`src/common/vseq_pkg.sv`:
```
// Sequencer localparams, operation and unit enums, id and register types, unit decode
`default_nettype none

package vseq_pkg;

  // Instructions in flight, one bit each in the running bitmap
  localparam int unsigned NrVInsn = 8;
  localparam int unsigned NrVReg  = 32;

  // Processing elements and their slot in the ready and done vectors
  localparam int unsigned NrPEs   = 3;
  localparam int unsigned PeAlu   = 0;
  localparam int unsigned PeLoad  = 1;
  localparam int unsigned PeStore = 2;

  // Unit latencies in cycles
  localparam int unsigned BaseLatAlu = 2;
  localparam int unsigned BaseLatMem = 4;
  localparam int unsigned AddrCycles = 2;

  // Low address bits that must be zero for an aligned access
  localparam int unsigned AlignBits = 2;

  // Countdown width, holds the largest base latency plus vl
  localparam int unsigned CntW = 8;

  typedef logic [$clog2(NrVInsn)-1:0] vid_t;
  typedef logic [$clog2(NrVReg)-1:0]  vreg_t;
  typedef logic [5:0]                 vl_t;
  typedef logic [31:0]                elen_t;

  // VADD writes vd from vs1 and vs2, VSUM reduces vs2 into a scalar
  // VLE writes vd, VSE stores vs1
  typedef enum logic [1:0] {
    VADD,
    VSUM,
    VLE,
    VSE
  } ara_op_e;

  typedef enum logic [1:0] {
    VFU_Alu,
    VFU_Load,
    VFU_Store
  } vfu_e;

  // Unit that executes an operation
  function automatic vfu_e vfu_of(ara_op_e op);
    case (op)
      VLE:     return VFU_Load;
      VSE:     return VFU_Store;
      default: return VFU_Alu;
    endcase
  endfunction

endpackage

`default_nettype wire

```
`src/design/exec_unit.sv`:
```
// Processing element with hazard wait, countdown, address check and scalar result
`timescale 1ns/1ps
`default_nettype none

module exec_unit import vseq_pkg::*; #(
  parameter vfu_e        Unit    = VFU_Alu,
  parameter int unsigned BaseLat = BaseLatAlu
) (
  input  wire logic               clk_i,
  input  wire logic               rst_ni,
  input  wire logic               pe_valid_i,
  input  wire vid_t               pe_id_i,
  input  wire ara_op_e            pe_op_i,
  input  wire vfu_e               pe_vfu_i,
  input  wire vl_t                pe_vl_i,
  input  wire elen_t              pe_scalar_i,
  input  wire logic [NrVInsn-1:0] pe_haz_i,
  input  wire logic [NrVInsn-1:0] running_i,
  output logic                    pe_ready_o,
  output logic [NrVInsn-1:0]      done_o,
  output logic                    addr_ack_o,
  output logic                    addr_err_o,
  output logic                    scalar_valid_o,
  output elen_t                   scalar_data_o
);

  // Load and store units own the address path
  localparam bit IsMem = (Unit != VFU_Alu);

  logic               take, finish;
  logic               busy_q, exec_q;
  logic [NrVInsn-1:0] haz_q, haz_live;
  logic [CntW-1:0]    cnt_q, addr_cnt_q;
  vid_t               id_q;
  ara_op_e            op_q;
  vl_t                vl_q;
  elen_t              scalar_q;

  assign take = pe_valid_i && (pe_vfu_i == Unit) && !busy_q;
  // Not ready while taking, so the next dispatch waits a cycle
  assign pe_ready_o = !busy_q && !take;

  // Dependencies drop out as they retire
  assign haz_live = haz_q & running_i;
  assign finish   = exec_q && (cnt_q == CntW'(1));

  always_ff @(posedge clk_i or negedge rst_ni) begin
    if (!rst_ni) begin
      busy_q     <= 1'b0;
      exec_q     <= 1'b0;
      haz_q      <= '0;
      cnt_q      <= '0;
      addr_cnt_q <= '0;
    end else begin
      if (take) begin
        busy_q <= 1'b1;
        exec_q <= 1'b0;
        haz_q  <= pe_haz_i & running_i;
      end else if (busy_q && !exec_q) begin
        haz_q <= haz_live;
        // All producers and readers gone, start the run
        if (haz_live == '0) begin
          exec_q <= 1'b1;
          cnt_q  <= CntW'(BaseLat) + CntW'(vl_q);
        end
      end else if (exec_q) begin
        cnt_q <= cnt_q - CntW'(1);
        if (finish) begin
          busy_q <= 1'b0;
          exec_q <= 1'b0;
        end
      end
      // Address phase runs from take, independent of hazards
      if (take && IsMem) begin
        addr_cnt_q <= CntW'(AddrCycles);
      end else if (addr_cnt_q != '0) begin
        addr_cnt_q <= addr_cnt_q - CntW'(1);
      end
    end
  end

  always_ff @(posedge clk_i) begin
    if (take) begin
      id_q     <= pe_id_i;
      op_q     <= pe_op_i;
      vl_q     <= pe_vl_i;
      scalar_q <= pe_scalar_i;
    end
  end

  assign done_o = finish ? (NrVInsn'(1) << id_q) : '0;

  // Scalar operand is the base address for loads and stores
  assign addr_ack_o = IsMem && (addr_cnt_q == CntW'(1));
  assign addr_err_o = addr_ack_o && (scalar_q[AlignBits-1:0] != '0);

  // Zero when not valid so the top can OR all units together
  assign scalar_valid_o = !IsMem && finish && (op_q == VSUM);
  assign scalar_data_o  = scalar_valid_o ? (scalar_q + elen_t'(vl_q)) : '0;

endmodule

`default_nettype wire

```
`src/design/hazard_scoreboard.sv`:
```
// Last reader and last writer per vector register, RAW, WAR and WAW hazard masks
`timescale 1ns/1ps
`default_nettype none

module hazard_scoreboard import vseq_pkg::*; (
  input  wire logic               clk_i,
  input  wire logic               rst_ni,
  input  wire logic               issue_i,
  input  wire vid_t               id_i,
  input  wire ara_op_e            op_i,
  input  wire vreg_t              vs1_i,
  input  wire vreg_t              vs2_i,
  input  wire vreg_t              vd_i,
  input  wire logic [NrVInsn-1:0] running_i,
  output logic [NrVInsn-1:0]      hazard_o
);

  vid_t [NrVReg-1:0]  rd_vid_q, wr_vid_q;
  logic [NrVReg-1:0]  rd_vld_q, rd_vld_d, wr_vld_q, wr_vld_d;
  logic [NrVReg-1:0]  rd_live, wr_live;
  logic               use_vs1, use_vs2, use_vd;
  logic [NrVInsn-1:0] raw_mask, war_mask, waw_mask;

  // Operands touched by each operation
  always_comb begin
    use_vs1 = 1'b0;
    use_vs2 = 1'b0;
    use_vd  = 1'b0;
    case (op_i)
      VADD: begin
        use_vs1 = 1'b1;
        use_vs2 = 1'b1;
        use_vd  = 1'b1;
      end
      VSUM:    use_vs2 = 1'b1;
      VLE:     use_vd  = 1'b1;
      VSE:     use_vs1 = 1'b1;
      default: use_vd  = 1'b0;
    endcase
  end

  // Entry counts only while its id still runs, so a reused id never aliases
  always_comb begin
    for (int v = 0; v < NrVReg; v++) begin
      rd_live[v] = rd_vld_q[v] & running_i[rd_vid_q[v]];
      wr_live[v] = wr_vld_q[v] & running_i[wr_vid_q[v]];
    end
  end

  always_comb begin
    raw_mask = '0;
    war_mask = '0;
    waw_mask = '0;
    // Sources wait for their producer
    if (use_vs1 && wr_live[vs1_i]) raw_mask[wr_vid_q[vs1_i]] = 1'b1;
    if (use_vs2 && wr_live[vs2_i]) raw_mask[wr_vid_q[vs2_i]] = 1'b1;
    // Destination waits for the last reader and the last writer
    if (use_vd && rd_live[vd_i]) war_mask[rd_vid_q[vd_i]] = 1'b1;
    if (use_vd && wr_live[vd_i]) waw_mask[wr_vid_q[vd_i]] = 1'b1;
  end

  assign hazard_o = raw_mask | war_mask | waw_mask;

  always_comb begin
    rd_vld_d = rd_live;
    wr_vld_d = wr_live;
    if (issue_i) begin
      if (use_vs1) rd_vld_d[vs1_i] = 1'b1;
      if (use_vs2) rd_vld_d[vs2_i] = 1'b1;
      if (use_vd)  wr_vld_d[vd_i]  = 1'b1;
    end
  end

  always_ff @(posedge clk_i or negedge rst_ni) begin
    if (!rst_ni) begin
      rd_vld_q <= '0;
      wr_vld_q <= '0;
    end else begin
      rd_vld_q <= rd_vld_d;
      wr_vld_q <= wr_vld_d;
    end
  end

  // Id of the newest reader and writer, qualified by the valid bits above
  always_ff @(posedge clk_i) begin
    if (issue_i) begin
      if (use_vs1) rd_vid_q[vs1_i] <= id_i;
      if (use_vs2) rd_vid_q[vs2_i] <= id_i;
      if (use_vd)  wr_vid_q[vd_i]  <= id_i;
    end
  end

  // The free id from the tracker is never listed as a live dependency
  no_self_hazard: assert property (@(posedge clk_i) disable iff (!rst_ni)
    issue_i |-> !hazard_o[id_i]);

endmodule

`default_nettype wire

```
`src/design/issue_fsm.sv`:
```
// Issue FSM with structural-hazard check, registered broadcast and core response
`timescale 1ns/1ps
`default_nettype none

module issue_fsm import vseq_pkg::*; (
  input  wire logic               clk_i,
  input  wire logic               rst_ni,
  // Dispatch from the core
  input  wire logic               req_valid_i,
  input  wire ara_op_e            req_op_i,
  input  wire vl_t                req_vl_i,
  input  wire elen_t              req_scalar_i,
  output logic                    req_ready_o,
  output logic                    resp_valid_o,
  output logic                    resp_error_o,
  output elen_t                   resp_data_o,
  // Resources
  input  wire logic [NrPEs-1:0]   pe_ready_i,
  input  wire vid_t               next_id_i,
  input  wire logic               full_i,
  input  wire logic               load_busy_i,
  input  wire logic               store_busy_i,
  input  wire logic [NrVInsn-1:0] hazard_i,
  // Answers from the units
  input  wire logic               addr_ack_i,
  input  wire logic               addr_err_i,
  input  wire logic               scalar_valid_i,
  input  wire elen_t              scalar_data_i,
  output logic                    issue_o,
  // Broadcast to the units
  output logic                    pe_valid_o,
  output vid_t                    pe_id_o,
  output ara_op_e                 pe_op_o,
  output vfu_e                    pe_vfu_o,
  output vl_t                     pe_vl_o,
  output elen_t                   pe_scalar_o,
  output logic [NrVInsn-1:0]      pe_haz_o
);

  typedef enum logic {
    IDLE,
    WAIT
  } state_e;

  state_e state_d, state_q;
  vfu_e   req_vfu;
  logic   struct_haz;

  assign req_vfu = vfu_of(req_op_i);

  // Load and store share the address path, neither starts while the other runs
  always_comb begin
    case (req_vfu)
      VFU_Load:  struct_haz = store_busy_i;
      VFU_Store: struct_haz = load_busy_i;
      default:   struct_haz = 1'b0;
    endcase
  end

  assign req_ready_o = (state_q == IDLE) && (&pe_ready_i) && !full_i && !struct_haz;
  assign issue_o     = req_valid_i && req_ready_o;

  always_comb begin
    state_d      = state_q;
    resp_valid_o = 1'b0;
    resp_error_o = 1'b0;
    resp_data_o  = '0;
    case (state_q)
      IDLE: begin
        // Everything but VADD answers the core before the next dispatch
        if (issue_o && (req_op_i != VADD)) begin
          state_d = WAIT;
        end
      end
      WAIT: begin
        if (pe_op_o == VSUM) begin
          if (scalar_valid_i) begin
            resp_valid_o = 1'b1;
            resp_data_o  = scalar_data_i;
            state_d      = IDLE;
          end
        end else if (addr_ack_i) begin
          resp_valid_o = 1'b1;
          resp_error_o = addr_err_i;
          state_d      = IDLE;
        end
      end
      default: state_d = IDLE;
    endcase
  end

  always_ff @(posedge clk_i or negedge rst_ni) begin
    if (!rst_ni) begin
      state_q    <= IDLE;
      pe_valid_o <= 1'b0;
    end else begin
      state_q    <= state_d;
      pe_valid_o <= issue_o;
    end
  end

  // Broadcast payload, held after accept so WAIT still knows the op
  always_ff @(posedge clk_i) begin
    if (issue_o) begin
      pe_id_o     <= next_id_i;
      pe_op_o     <= req_op_i;
      pe_vfu_o    <= req_vfu;
      pe_vl_o     <= req_vl_i;
      pe_scalar_o <= req_scalar_i;
      pe_haz_o    <= hazard_i;
    end
  end

  // Unit answers only arrive while an answer is awaited, none is lost in IDLE
  resp_only_in_wait: assert property (@(posedge clk_i) disable iff (!rst_ni)
    (state_q == IDLE) |-> !(resp_valid_o || addr_ack_i || scalar_valid_i));

endmodule

`default_nettype wire

```
`src/design/vinsn_tracker.sv`:
```
// Running-instruction bitmaps per unit, lowest free id, full and idle flags, busy flags
`timescale 1ns/1ps
`default_nettype none

module vinsn_tracker import vseq_pkg::*; (
  input  wire logic               clk_i,
  input  wire logic               rst_ni,
  // Accepted instruction and the unit it goes to
  input  wire logic               issue_i,
  input  wire vfu_e               issue_vfu_i,
  // One-hot done pulses
  input  wire logic [NrVInsn-1:0] done_alu_i,
  input  wire logic [NrVInsn-1:0] done_load_i,
  input  wire logic [NrVInsn-1:0] done_store_i,
  output logic [NrVInsn-1:0]      running_o,
  output vid_t                    next_id_o,
  output logic                    full_o,
  output logic                    idle_o,
  output logic                    load_busy_o,
  output logic                    store_busy_o
);

  logic [NrPEs-1:0][NrVInsn-1:0] pe_running_d, pe_running_q;
  logic [NrPEs-1:0][NrVInsn-1:0] pe_done;

  assign pe_done[PeAlu]   = done_alu_i;
  assign pe_done[PeLoad]  = done_load_i;
  assign pe_done[PeStore] = done_store_i;

  always_comb begin
    pe_running_d = pe_running_q;
    // Retire first, the free id never collides with a retiring one
    for (int unsigned pe = 0; pe < NrPEs; pe++) begin
      pe_running_d[pe] &= ~pe_done[pe];
    end
    if (issue_i) begin
      case (issue_vfu_i)
        VFU_Load:  pe_running_d[PeLoad][next_id_o]  = 1'b1;
        VFU_Store: pe_running_d[PeStore][next_id_o] = 1'b1;
        default:   pe_running_d[PeAlu][next_id_o]   = 1'b1;
      endcase
    end
  end

  always_ff @(posedge clk_i or negedge rst_ni) begin
    if (!rst_ni) begin
      pe_running_q <= '0;
    end else begin
      pe_running_q <= pe_running_d;
    end
  end

  // Instruction runs somewhere if any unit holds its bit
  always_comb begin
    running_o = '0;
    for (int unsigned pe = 0; pe < NrPEs; pe++) begin
      running_o |= pe_running_q[pe];
    end
  end

  // Scan downwards so the lowest clear bit is the last one kept
  always_comb begin
    next_id_o = '0;
    for (int i = NrVInsn - 1; i >= 0; i--) begin
      if (!running_o[i]) begin
        next_id_o = vid_t'(i);
      end
    end
  end

  assign full_o       = &running_o;
  assign idle_o       = ~|running_o;
  assign load_busy_o  = |pe_running_q[PeLoad];
  assign store_busy_o = |pe_running_q[PeStore];

  // A unit only retires ids that were issued to that same unit
  done_targets_running: assert property (@(posedge clk_i) disable iff (!rst_ni)
    (pe_done & ~pe_running_q) == '0);

endmodule

`default_nettype wire

```
`src/design/vseq_top.sv`:
```
// Top level with tracker, scoreboard, issue FSM and the ALU, load and store units
`timescale 1ns/1ps
`default_nettype none

module vseq_top import vseq_pkg::*; (
  input  wire logic    clk_i,
  input  wire logic    rst_ni,
  input  wire logic    req_valid_i,
  input  wire ara_op_e req_op_i,
  input  wire vreg_t   req_vs1_i,
  input  wire vreg_t   req_vs2_i,
  input  wire vreg_t   req_vd_i,
  input  wire vl_t     req_vl_i,
  input  wire elen_t   req_scalar_i,
  output logic         req_ready_o,
  output logic         resp_valid_o,
  output logic         resp_error_o,
  output elen_t        resp_data_o,
  output logic         idle_o
);

  logic                          issue, full, load_busy, store_busy, pe_valid;
  logic [NrVInsn-1:0]            running, hazard, pe_haz;
  vid_t                          next_id, pe_id;
  ara_op_e                       pe_op;
  vfu_e                          pe_vfu;
  vl_t                           pe_vl;
  elen_t                         pe_scalar;
  logic [NrPEs-1:0]              pe_ready, addr_ack, addr_err, scalar_valid;
  logic [NrPEs-1:0][NrVInsn-1:0] pe_done;
  elen_t [NrPEs-1:0]             scalar_data;

  vinsn_tracker tracker0 (
    .clk_i, .rst_ni, .issue_i (issue), .issue_vfu_i (vfu_of(req_op_i)),
    .done_alu_i (pe_done[PeAlu]), .done_load_i (pe_done[PeLoad]),
    .done_store_i (pe_done[PeStore]), .running_o (running), .next_id_o (next_id),
    .full_o (full), .idle_o (idle_o), .load_busy_o (load_busy), .store_busy_o (store_busy)
  );

  hazard_scoreboard scoreboard0 (
    .clk_i, .rst_ni, .issue_i (issue), .id_i (next_id), .op_i (req_op_i),
    .vs1_i (req_vs1_i), .vs2_i (req_vs2_i), .vd_i (req_vd_i),
    .running_i (running), .hazard_o (hazard)
  );

  // Unit answers are zero when idle, so a plain OR merges them
  issue_fsm fsm0 (
    .clk_i, .rst_ni, .req_valid_i, .req_op_i, .req_vl_i, .req_scalar_i,
    .req_ready_o, .resp_valid_o, .resp_error_o, .resp_data_o,
    .pe_ready_i (pe_ready), .next_id_i (next_id), .full_i (full),
    .load_busy_i (load_busy), .store_busy_i (store_busy), .hazard_i (hazard),
    .addr_ack_i (|addr_ack), .addr_err_i (|addr_err), .scalar_valid_i (|scalar_valid),
    .scalar_data_i (scalar_data[PeAlu] | scalar_data[PeLoad] | scalar_data[PeStore]),
    .issue_o (issue), .pe_valid_o (pe_valid), .pe_id_o (pe_id), .pe_op_o (pe_op),
    .pe_vfu_o (pe_vfu), .pe_vl_o (pe_vl), .pe_scalar_o (pe_scalar), .pe_haz_o (pe_haz)
  );

  exec_unit #(.Unit (VFU_Alu), .BaseLat (BaseLatAlu)) alu0 (
    .clk_i, .rst_ni, .pe_valid_i (pe_valid), .pe_id_i (pe_id), .pe_op_i (pe_op),
    .pe_vfu_i (pe_vfu), .pe_vl_i (pe_vl), .pe_scalar_i (pe_scalar), .pe_haz_i (pe_haz),
    .running_i (running), .pe_ready_o (pe_ready[PeAlu]), .done_o (pe_done[PeAlu]),
    .addr_ack_o (addr_ack[PeAlu]), .addr_err_o (addr_err[PeAlu]),
    .scalar_valid_o (scalar_valid[PeAlu]), .scalar_data_o (scalar_data[PeAlu])
  );

  exec_unit #(.Unit (VFU_Load), .BaseLat (BaseLatMem)) load0 (
    .clk_i, .rst_ni, .pe_valid_i (pe_valid), .pe_id_i (pe_id), .pe_op_i (pe_op),
    .pe_vfu_i (pe_vfu), .pe_vl_i (pe_vl), .pe_scalar_i (pe_scalar), .pe_haz_i (pe_haz),
    .running_i (running), .pe_ready_o (pe_ready[PeLoad]), .done_o (pe_done[PeLoad]),
    .addr_ack_o (addr_ack[PeLoad]), .addr_err_o (addr_err[PeLoad]),
    .scalar_valid_o (scalar_valid[PeLoad]), .scalar_data_o (scalar_data[PeLoad])
  );

  exec_unit #(.Unit (VFU_Store), .BaseLat (BaseLatMem)) store0 (
    .clk_i, .rst_ni, .pe_valid_i (pe_valid), .pe_id_i (pe_id), .pe_op_i (pe_op),
    .pe_vfu_i (pe_vfu), .pe_vl_i (pe_vl), .pe_scalar_i (pe_scalar), .pe_haz_i (pe_haz),
    .running_i (running), .pe_ready_o (pe_ready[PeStore]), .done_o (pe_done[PeStore]),
    .addr_ack_o (addr_ack[PeStore]), .addr_err_o (addr_err[PeStore]),
    .scalar_valid_o (scalar_valid[PeStore]), .scalar_data_o (scalar_data[PeStore])
  );

endmodule

`default_nettype wire
```
`config.mk`:
```
export PLATFORM = sky130hd
export DESIGN_NAME = vseq_top
export DESIGN_NICKNAME = d
export VERILOG_FILES = /design/src/common/vseq_pkg.sv /design/src/design/exec_unit.sv /design/src/design/hazard_scoreboard.sv /design/src/design/issue_fsm.sv /design/src/design/vinsn_tracker.sv /design/src/design/vseq_top.sv
export SDC_FILE = /design/constraint.sdc
export NUM_CORES = 1
export LEC_CHECK = 0
export BUFFER_PORTS_ARGS = -buffer_cell sky130_fd_sc_hd__buf_2
export CAP_MARGIN = 20
export CORE_MARGIN = 1.5
export CORE_UTILIZATION = 53
export CTS_BUF_LIST = sky130_fd_sc_hd__clkbuf_16
export CTS_CLUSTER_SIZE = 24
export DETAILED_ROUTE_END_ITERATION = 6
export PLACE_DENSITY = 0.74
export SKIP_CTS_REPAIR_TIMING = 1
export SLEW_MARGIN = 20
export SYNTH_ARGS = -nofsm -noshare
export SYNTH_HDL_FRONTEND = slang
export SYNTH_SLANG_ARGS = --single-unit
```
`constraint.sdc`:
```
create_clock -name clk_i -period 4.3 [get_ports clk_i]
set_input_delay 0.43 -clock clk_i [delete_from_list [all_inputs] [get_ports clk_i]]
set_output_delay 0.43 -clock clk_i [all_outputs]
set_load 0.05 [all_outputs]
```
==> impl_metrics.env, run 1 <==
export IMPL_ys_ff_latch=470
export IMPL_yosys_mux_area_fraction=0.159
export IMPL_synthSimpleGateAreaFrac=0.164
export IMPL_whs_ns=0.0772
export IMPL_dieArea_um2=57200
export IMPL_cts_tree="yes"
export IMPL_grtUsageTotal=0.390
export IMPL_dpl_hpwl_mm=80.0
export IMPL_synth_xor_area_frac=0.0113
export IMPL_min_period_over_period=0.986
export IMPL_violations="DRC"
export IMPL_drv_slew=0
export IMPL_power_density_nw_per_um2=299
export IMPL_clk_pin_slew_ns=0.06
export IMPL_place_ws_ns=0.586
export IMPL_wl_per_cell_um=31.3
export IMPL_ys_flop_type="edfxtp_1"
export IMPL_synthArstFlopShare=0.340
export IMPL_drt_wl_total_mm=113
export IMPL_multi_input_area_um2=15000
export IMPL_hold_depth=1
export IMPL_final_setup_tns_ns=0
export IMPL_max_slew_margin_rel=0.0973
export IMPL_grt_start_max_net_pins=68
export IMPL_critPathLaunchType="flop"
export IMPL_fmax_ghz=0.236
export IMPL_ios=94
export IMPL_die_w_um=239
export IMPL_setup_violations=0
export IMPL_grt_pass1_vias=25042
export IMPL_synthTopCellsByCount="edfxtp_1 (310), nor2_1 (236), nand2_1 (178)"
export IMPL_cts_root_buf="clkbuf_16"
export IMPL_tightest_slew_ns=1.34
export IMPL_fin_crit_ns=4.24
export IMPL_ff_latch_area_um2=13300
export IMPL_synth_avg_cell_area_um2=10.9
export IMPL_reg2reg_depth=10
export IMPL_core_area_um2=55100
export IMPL_drive_above_1_share=0.208
export IMPL_nNetsFinal=2906
export IMPL_syn_num_nets=2791
export IMPL_htree_levels=2
export IMPL_port_buffers=93
export IMPL_drc=18
export IMPL_fin_ws_ns=0.0606
export IMPL_fin_cells=3615
export IMPL_route_vias_total=26327
export IMPL_timing_final_hold_violations=0
export IMPL_synth_top_family_by_area="simple AND/OR/NAND/NOR gates"
export IMPL_fp_dieH_um=239
export IMPL_p_leak_nw=12.1
export IMPL_final_antenna_net_count=0
export IMPL_cp_max_fo=5
export IMPL_synth_compound_gate_area_share=0.161
export IMPL_fill_cells=4405
export IMPL_yosysWarningCount=0
export IMPL_yosys_area_top_type_share=0.315
export IMPL_syn_area_um2=29600
export IMPL_hp_class="primary input to flop"
export IMPL_dp_cells=3478
export IMPL_num_antenna_cells=0
export IMPL_reg2reg_slack_ns=0.39
export IMPL_synthAdderAreaFrac=0.0104
export IMPL_viasPerCell=7.28
export IMPL_ys_seq_area_frac=0.451
export IMPL_synth_area_leaders="edfxtp_1 (32%), dfrtp_1 (14%), mux4_2 (9.2%)"
export IMPL_timing_rr_end="fsm0.pe_haz_o[3]$_DFFE_PP_"
export IMPL_rr_startpoint="tracker0.pe_running_q[9]$_DFF_PN0_"
export IMPL_drv_cap=0
export IMPL_hold_path_end="fsm0.pe_op_o[0]$_DFFE_PP_"
export IMPL_skew_ns=0.0471
export IMPL_ir_worst_vdd_mv=0.318
export IMPL_end_kind="output pin"
export IMPL_synth_area_leader_cell="edfxtp_1"
export IMPL_cp_required_ns=3.87
export IMPL_worstSetupPathType="flop to output pin"
export IMPL_num_rows=86
export IMPL_clock_latency_ns=0.65
export IMPL_fin_util=0.607
export IMPL_hold_start="req_op_i[0]"
export IMPL_synth_edf_count=310
export IMPL_dr_first_iter_drc_count=4151
export IMPL_start_util=0.536
export IMPL_dr_pass1_iters=7
export IMPL_cts_sinks=470
export IMPL_ys_types=106
export IMPL_cts_buffers=51
export IMPL_status="complete, but fails checks"
export IMPL_synth_cells=2709
export IMPL_finalWeightedCongestion=1.05
export IMPL_critPathArrivalTime_ns=3.81
export IMPL_syn2layout_area_growth_pct=13.1
export IMPL_yosysMostFrequentCell="edfxtp_1"
export IMPL_grt_pass1_wl_mm=164
export IMPL_overflow=0
export IMPL_clk_path_buf_depth=3
export IMPL_antenna_found_initial=4
==> final cells by class <==
cell class / instances / area share
multi-input cells: 1955 / 0.450
flip-flops and latches: 470 / 0.398
repair buffers: 264 / 0.0616
clock buffers: 52 / 0.0389
well taps: 748 / 0.0280
clock inverters: 44 / 0.0140
inverters: 82 / 0.00940
==> kinds of logic after synthesis <==
kind of cell    Yosys count
compound gates          676
xor+xnor                 38
fa+ha+maj                24
buf+inv                 284
flops                   470
mux                     304
simple gates            913
==> per-layer routing <==
layer	global-route usage	vias to the layer above	share of wire
met3	0.0978	554	0.13
met2	0.588	2073	0.44
met5	0	-	0.00043
li1	-	10859	-
met4	0.245	8	0.071
met1	0.506	12833	0.36
==> layout by cell type, fill, tap and decap left out, types with 52 or more instances in the layout <==
cell / synthesis / final
a21oi_1: 55 / 53
buf_2: 54 / 90
buf_4: 21 / 117
clkbuf_16: 0 / 52
dfrtp_1: 160 / 160
edfxtp_1: 310 / 310
inv_1: 78 / 89
mux2_2: 94 / 94
mux2i_1: 88 / 88
mux4_2: 121 / 121
nand2_1: 178 / 178
nand2b_1: 57 / 57
nand3_1: 73 / 73
nor2_1: 236 / 234
nor4_1: 67 / 67
o21ai_0: 167 / 167
o22ai_1: 70 / 70
==> stage by stage <==
| stage | area [µm²] | power, mW |
|---|---|---|
| after floorplan | 29600 | 5.16 |
| after global placement | 31200 | 5.41 |
| after detailed placement | 31200 | 5.41 |
| after CTS | 33000 | 9.97 |
| after global routing | 33400 | 10.2 |
| final | 33400 | 9.99 |
==> registers in the layout, indices dropped and copies added (netlist names), 24 cells and up <==
| register | count |
|---|---|
| scoreboard0.rd_vid_q | 96 |
| scoreboard0.wr_vid_q | 96 |
| alu0.scalar_q | 32 |
| fsm0.pe_scalar_o | 32 |
| scoreboard0.rd_vld_q | 32 |
| scoreboard0.wr_vld_q | 32 |
| tracker0.pe_running_q | 24 |
==> critical path, stage by stage (launching register included) <==
cell and delay [ns]:
edfxtp_1 0.49, ha_1 0.33, a21o_1 0.12, a21oi_1 0.10, o21bai_1 0.17, a21o_1 0.18, a21oi_1 0.17, nor4_1 0.82
nand3_1 0.20, xor2_1 0.19, nor2_1 0.10, buf_2 0.28
==> how the worst max path moves through the flow <==
stage / from / slack (ns) / end
after floorplan: tracker0.pe_running_q[8]$_DFF_PN0_ / 0.1 / fsm0.pe_haz_o[0]$_DFFE_PP_
after global placement: tracker0.pe_running_q[9]$_DFF_PN0_ / 0.65 / fsm0.pe_haz_o[3]$_DFFE_PP_
after detailed placement: alu0.vl_q[2]$_DFFE_PP_ / 0.59 / resp_data_o[28]
after CTS: alu0.vl_q[2]$_DFFE_PP_ / -0.19 / resp_data_o[30]
after global routing: alu0.vl_q[1]$_DFFE_PP_ / -0.11 / resp_data_o[23]
final: alu0.vl_q[1]$_DFFE_PP_ / 0.06 / resp_data_o[23]
==> power breakdown <==
group          internal (mW)  total [mW]  leakage [nW]  switching (mW)
Clock                   2.64        4.62         0.885            1.98
Combinational          0.198       0.574          6.35           0.376
Sequential              4.79        4.79          4.91               0
Total                   7.63        9.99          12.1            2.36
Note: power is estimated with default switching activity, not from simulation.
==> inputs of run 2 (changes only) <==
--- a/config.mk
+++ b/config.mk
@@ -12,7 +12,7 @@
 export CTS_BUF_LIST = sky130_fd_sc_hd__clkbuf_16
 export CTS_CLUSTER_SIZE = 24
 export DETAILED_ROUTE_END_ITERATION = 6
-export PLACE_DENSITY = 0.74
+export PLACE_DENSITY = 0.72
 export SKIP_CTS_REPAIR_TIMING = 1
 export SLEW_MARGIN = 20
 export SYNTH_ARGS = -nofsm -noshare
==> constraint.sdc (replaced) <==
create_clock -name clk_i -period 4.7 [get_ports clk_i]
set_input_delay 0.47 -clock clk_i [delete_from_list [all_inputs] [get_ports clk_i]]
set_output_delay 0.47 -clock clk_i [all_outputs]
set_load 0.05 [all_outputs]
==> run 2 against run 1 <==
Effect of this change:
- the flow still finishes with violations (DRC)
- critical endpoint is now resp_data_o[28]
- critical path type unchanged
- largest power group unchanged
- design area shrank 2.0%
- sequential share of layout area grew 0.83 points
- largest cell class unchanged
- worst hold slack lost 0.064 ns
- sequential power shrank 8.6%
- register-to-register slack gained 0.24 ns
- count of clock-buffer cells in the layout grew 1
- sequential cell count is the same
- clock skew shrank 0.025 ns
- core utilization shrank 1.2 points
==> impl_metrics.env, run 2 (synthesis gave the netlist of run 1 again) <==
export IMPL_layout_commonest_cell="edfxtp_1"
export IMPL_grtUsageTotal=0.381
export IMPL_mostFrequentLayoutCells="edfxtp_1 (310), nor2_1 (235), nand2_1 (178)"
export IMPL_cts_tree="yes"
export IMPL_port_buffers=93
export IMPL_fin_crit_ns=4.43
export IMPL_final_antenna_net_count=0
export IMPL_timing_rr_end="fsm0.pe_haz_o[5]$_DFFE_PP_"
export IMPL_htree_levels=2
export IMPL_viasPerCell=7.36
export IMPL_slowest_delay_ns=0.45
export IMPL_dp_cells=3434
export IMPL_max_slew_margin_rel=0.244
export IMPL_clk_path_buf_depth=3
export IMPL_cp_startpoint="alu0.vl_q[2]$_DFFE_PP_"
export IMPL_dpl_hpwl_mm=77.5
export IMPL_endpoint="resp_data_o[28]"
export IMPL_grt_pass1_wl_mm=161
export IMPL_worstSetupPathType="flop to output pin"
export IMPL_reg2reg_slack_ns=0.63
export IMPL_dieArea_um2=57200
export IMPL_skew_ns=0.0224
export IMPL_cts_sinks=470
export IMPL_dr_pass1_iters=7
export IMPL_min_period_over_period=0.943
export IMPL_cp_required_ns=4.23
export IMPL_fill_cells=4568
export IMPL_dr_first_iter_drc_count=3926
export IMPL_route_vias_total=26138
export IMPL_p_leak_nw=11.8
export IMPL_drv_slew=0
export IMPL_status="complete, but fails checks"
export IMPL_fp_dieH_um=239
export IMPL_rr_startpoint="tracker0.pe_running_q[12]$_DFF_PN0_"
export IMPL_path_cells="ha_1 -> a21o_1 -> a21oi_1 -> o21bai_1 -> a21oi_1 -> or3_1 -> nor2_1 -> nand4_1 -> or3_1 -> a21oi_1 -> buf_2"
export IMPL_reg2reg_depth=12
export IMPL_crit_path_frequent_cell="a21oi_1"
export IMPL_tightest_slew_ns=1.13
export IMPL_die_w_um=239
export IMPL_num_rows=86
export IMPL_drc=2
export IMPL_crit_path_top_delay_cell="or3_1"
export IMPL_ir_worst_vdd_mv=0.288
export IMPL_top_regs="scoreboard0.rd_vid_q: 96 flops, scoreboard0.wr_vid_q: 96 flops"
export IMPL_drive_above_1_share=0.198
export IMPL_syn2layout_area_growth_pct=10.8
export IMPL_ios=94
export IMPL_drv_cap=0
export IMPL_overflow=0
export IMPL_end_kind="output pin"
export IMPL_critPathArrivalTime_ns=3.96
export IMPL_fin_total_pwr_mw=8.93
export IMPL_drt_wl_total_mm=110
export IMPL_wl_per_cell_um=30.9
export IMPL_violations="DRC"
export IMPL_rsz0062_at_grt="no"
export IMPL_cts_root_buf="clkbuf_16"
export IMPL_fin_cells=3551
export IMPL_power_density_nw_per_um2=273
export IMPL_critPathLaunchType="flop"
export IMPL_timing_final_hold_violations=0
export IMPL_core_area_um2=55100
export IMPL_grt_pass1_vias=24990
export IMPL_fmax_ghz=0.226
export IMPL_start_util=0.536
export IMPL_multi_input_area_um2=15000
export IMPL_finalWeightedCongestion=1.07
export IMPL_clk_pin_slew_ns=0.06
export IMPL_final_setup_tns_ns=0
export IMPL_cp_max_fo=7
export IMPL_setup_violations=0
export IMPL_hp_class="primary input to flop"
export IMPL_ff_latch_area_um2=13300
export IMPL_grt_start_max_net_pins=102
export IMPL_nNetsFinal=2840
export IMPL_clock_latency_ns=0.64
export IMPL_antenna_found_initial=4
export IMPL_cts_buffers=52
## run 2: changes by cell type in the layout (fill, tap and decap cells not counted), sizes merged
cell	delta
dlygate4sd3	-21
diode	+2
clkinv	+4
bufinv	-4
buf	-45
## run 2: worst min path at each step
| stage | startpoint | endpoint | slack (ns) | cells after the start |
|---|---|---|---|---|
| detailed placement | fsm0.pe_scalar_o[10]$_DFFE_PP_ | alu0.scalar_q[10]$_DFFE_PP_ | 0.40 | 0 |
| finish | req_scalar_i[26] | fsm0.pe_scalar_o[26]$_DFFE_PP_ | 0.01 | 1 |
| global placement | fsm0.pe_scalar_o[22]$_DFFE_PP_ | alu0.scalar_q[22]$_DFFE_PP_ | 0.40 | 0 |
| global route | req_scalar_i[13] | fsm0.pe_scalar_o[13]$_DFFE_PP_ | -0.002 | 1 |
| CTS | rst_ni | store0.addr_cnt_q[5]$_DFFE_PN0P_ | -0.13 | 1 |
| floorplan | rst_ni | alu0.busy_q$_DFFE_PN0P_ | 0.17 | 0 |
## run 2: metrics by stage
stage	cell area (µm²)	setup WS [ns]	utilization	hold slack, ns
floorplan	29600	0.496	-	0.174
global placement	30800	0.923	0.560	0.402
detailed placement	30900	0.862	0.560	0.405
CTS	32500	0.235	0.591	-0.133
global route	32700	0.0581	0.594	-0.00158
finish	32700	0.270	0.594	0.0135
## run 2: layer usage
layer	wire length, µm	global-route usage	up-vias
met2	49100	0.585	2103
met4	7340	0.230	4
met5	27	0	-
met1	39400	0.485	12779
li1	-	-	10759
met3	13700	0.0970	493
## run 2: cell type report
type | count | share of cell area
antenna | 2 | 0.000153
clock buffer | 53 | 0.0405
clock inverter | 44 | 0.0111
inverter | 82 | 0.00959
multi-input combinational | 1955 | 0.459
sequential | 470 | 0.407
tap | 748 | 0.0286
timing repair buffer | 197 | 0.0443
## run 2: where the power goes
part | switching, mW | total [mW] | internal (mW)
sequential | 0 | 4.38 | 4.38
clock | 1.82 | 4.06 | 2.24
combinational | 0.331 | 0.488 | 0.157
total | 2.15 | 8.93 | 6.78
## run 2: worst max-delay path, delay by kind of cell, from the launching register on
family,cells,cell delay [ns]
AO/OA/AOI/OAI,5,0.66
adder cells (fa/ha/maj),1,0.35
buffers and inverters,1,0.28
flip-flops,1,0.42
AND/OR/NAND/NOR,4,1.62
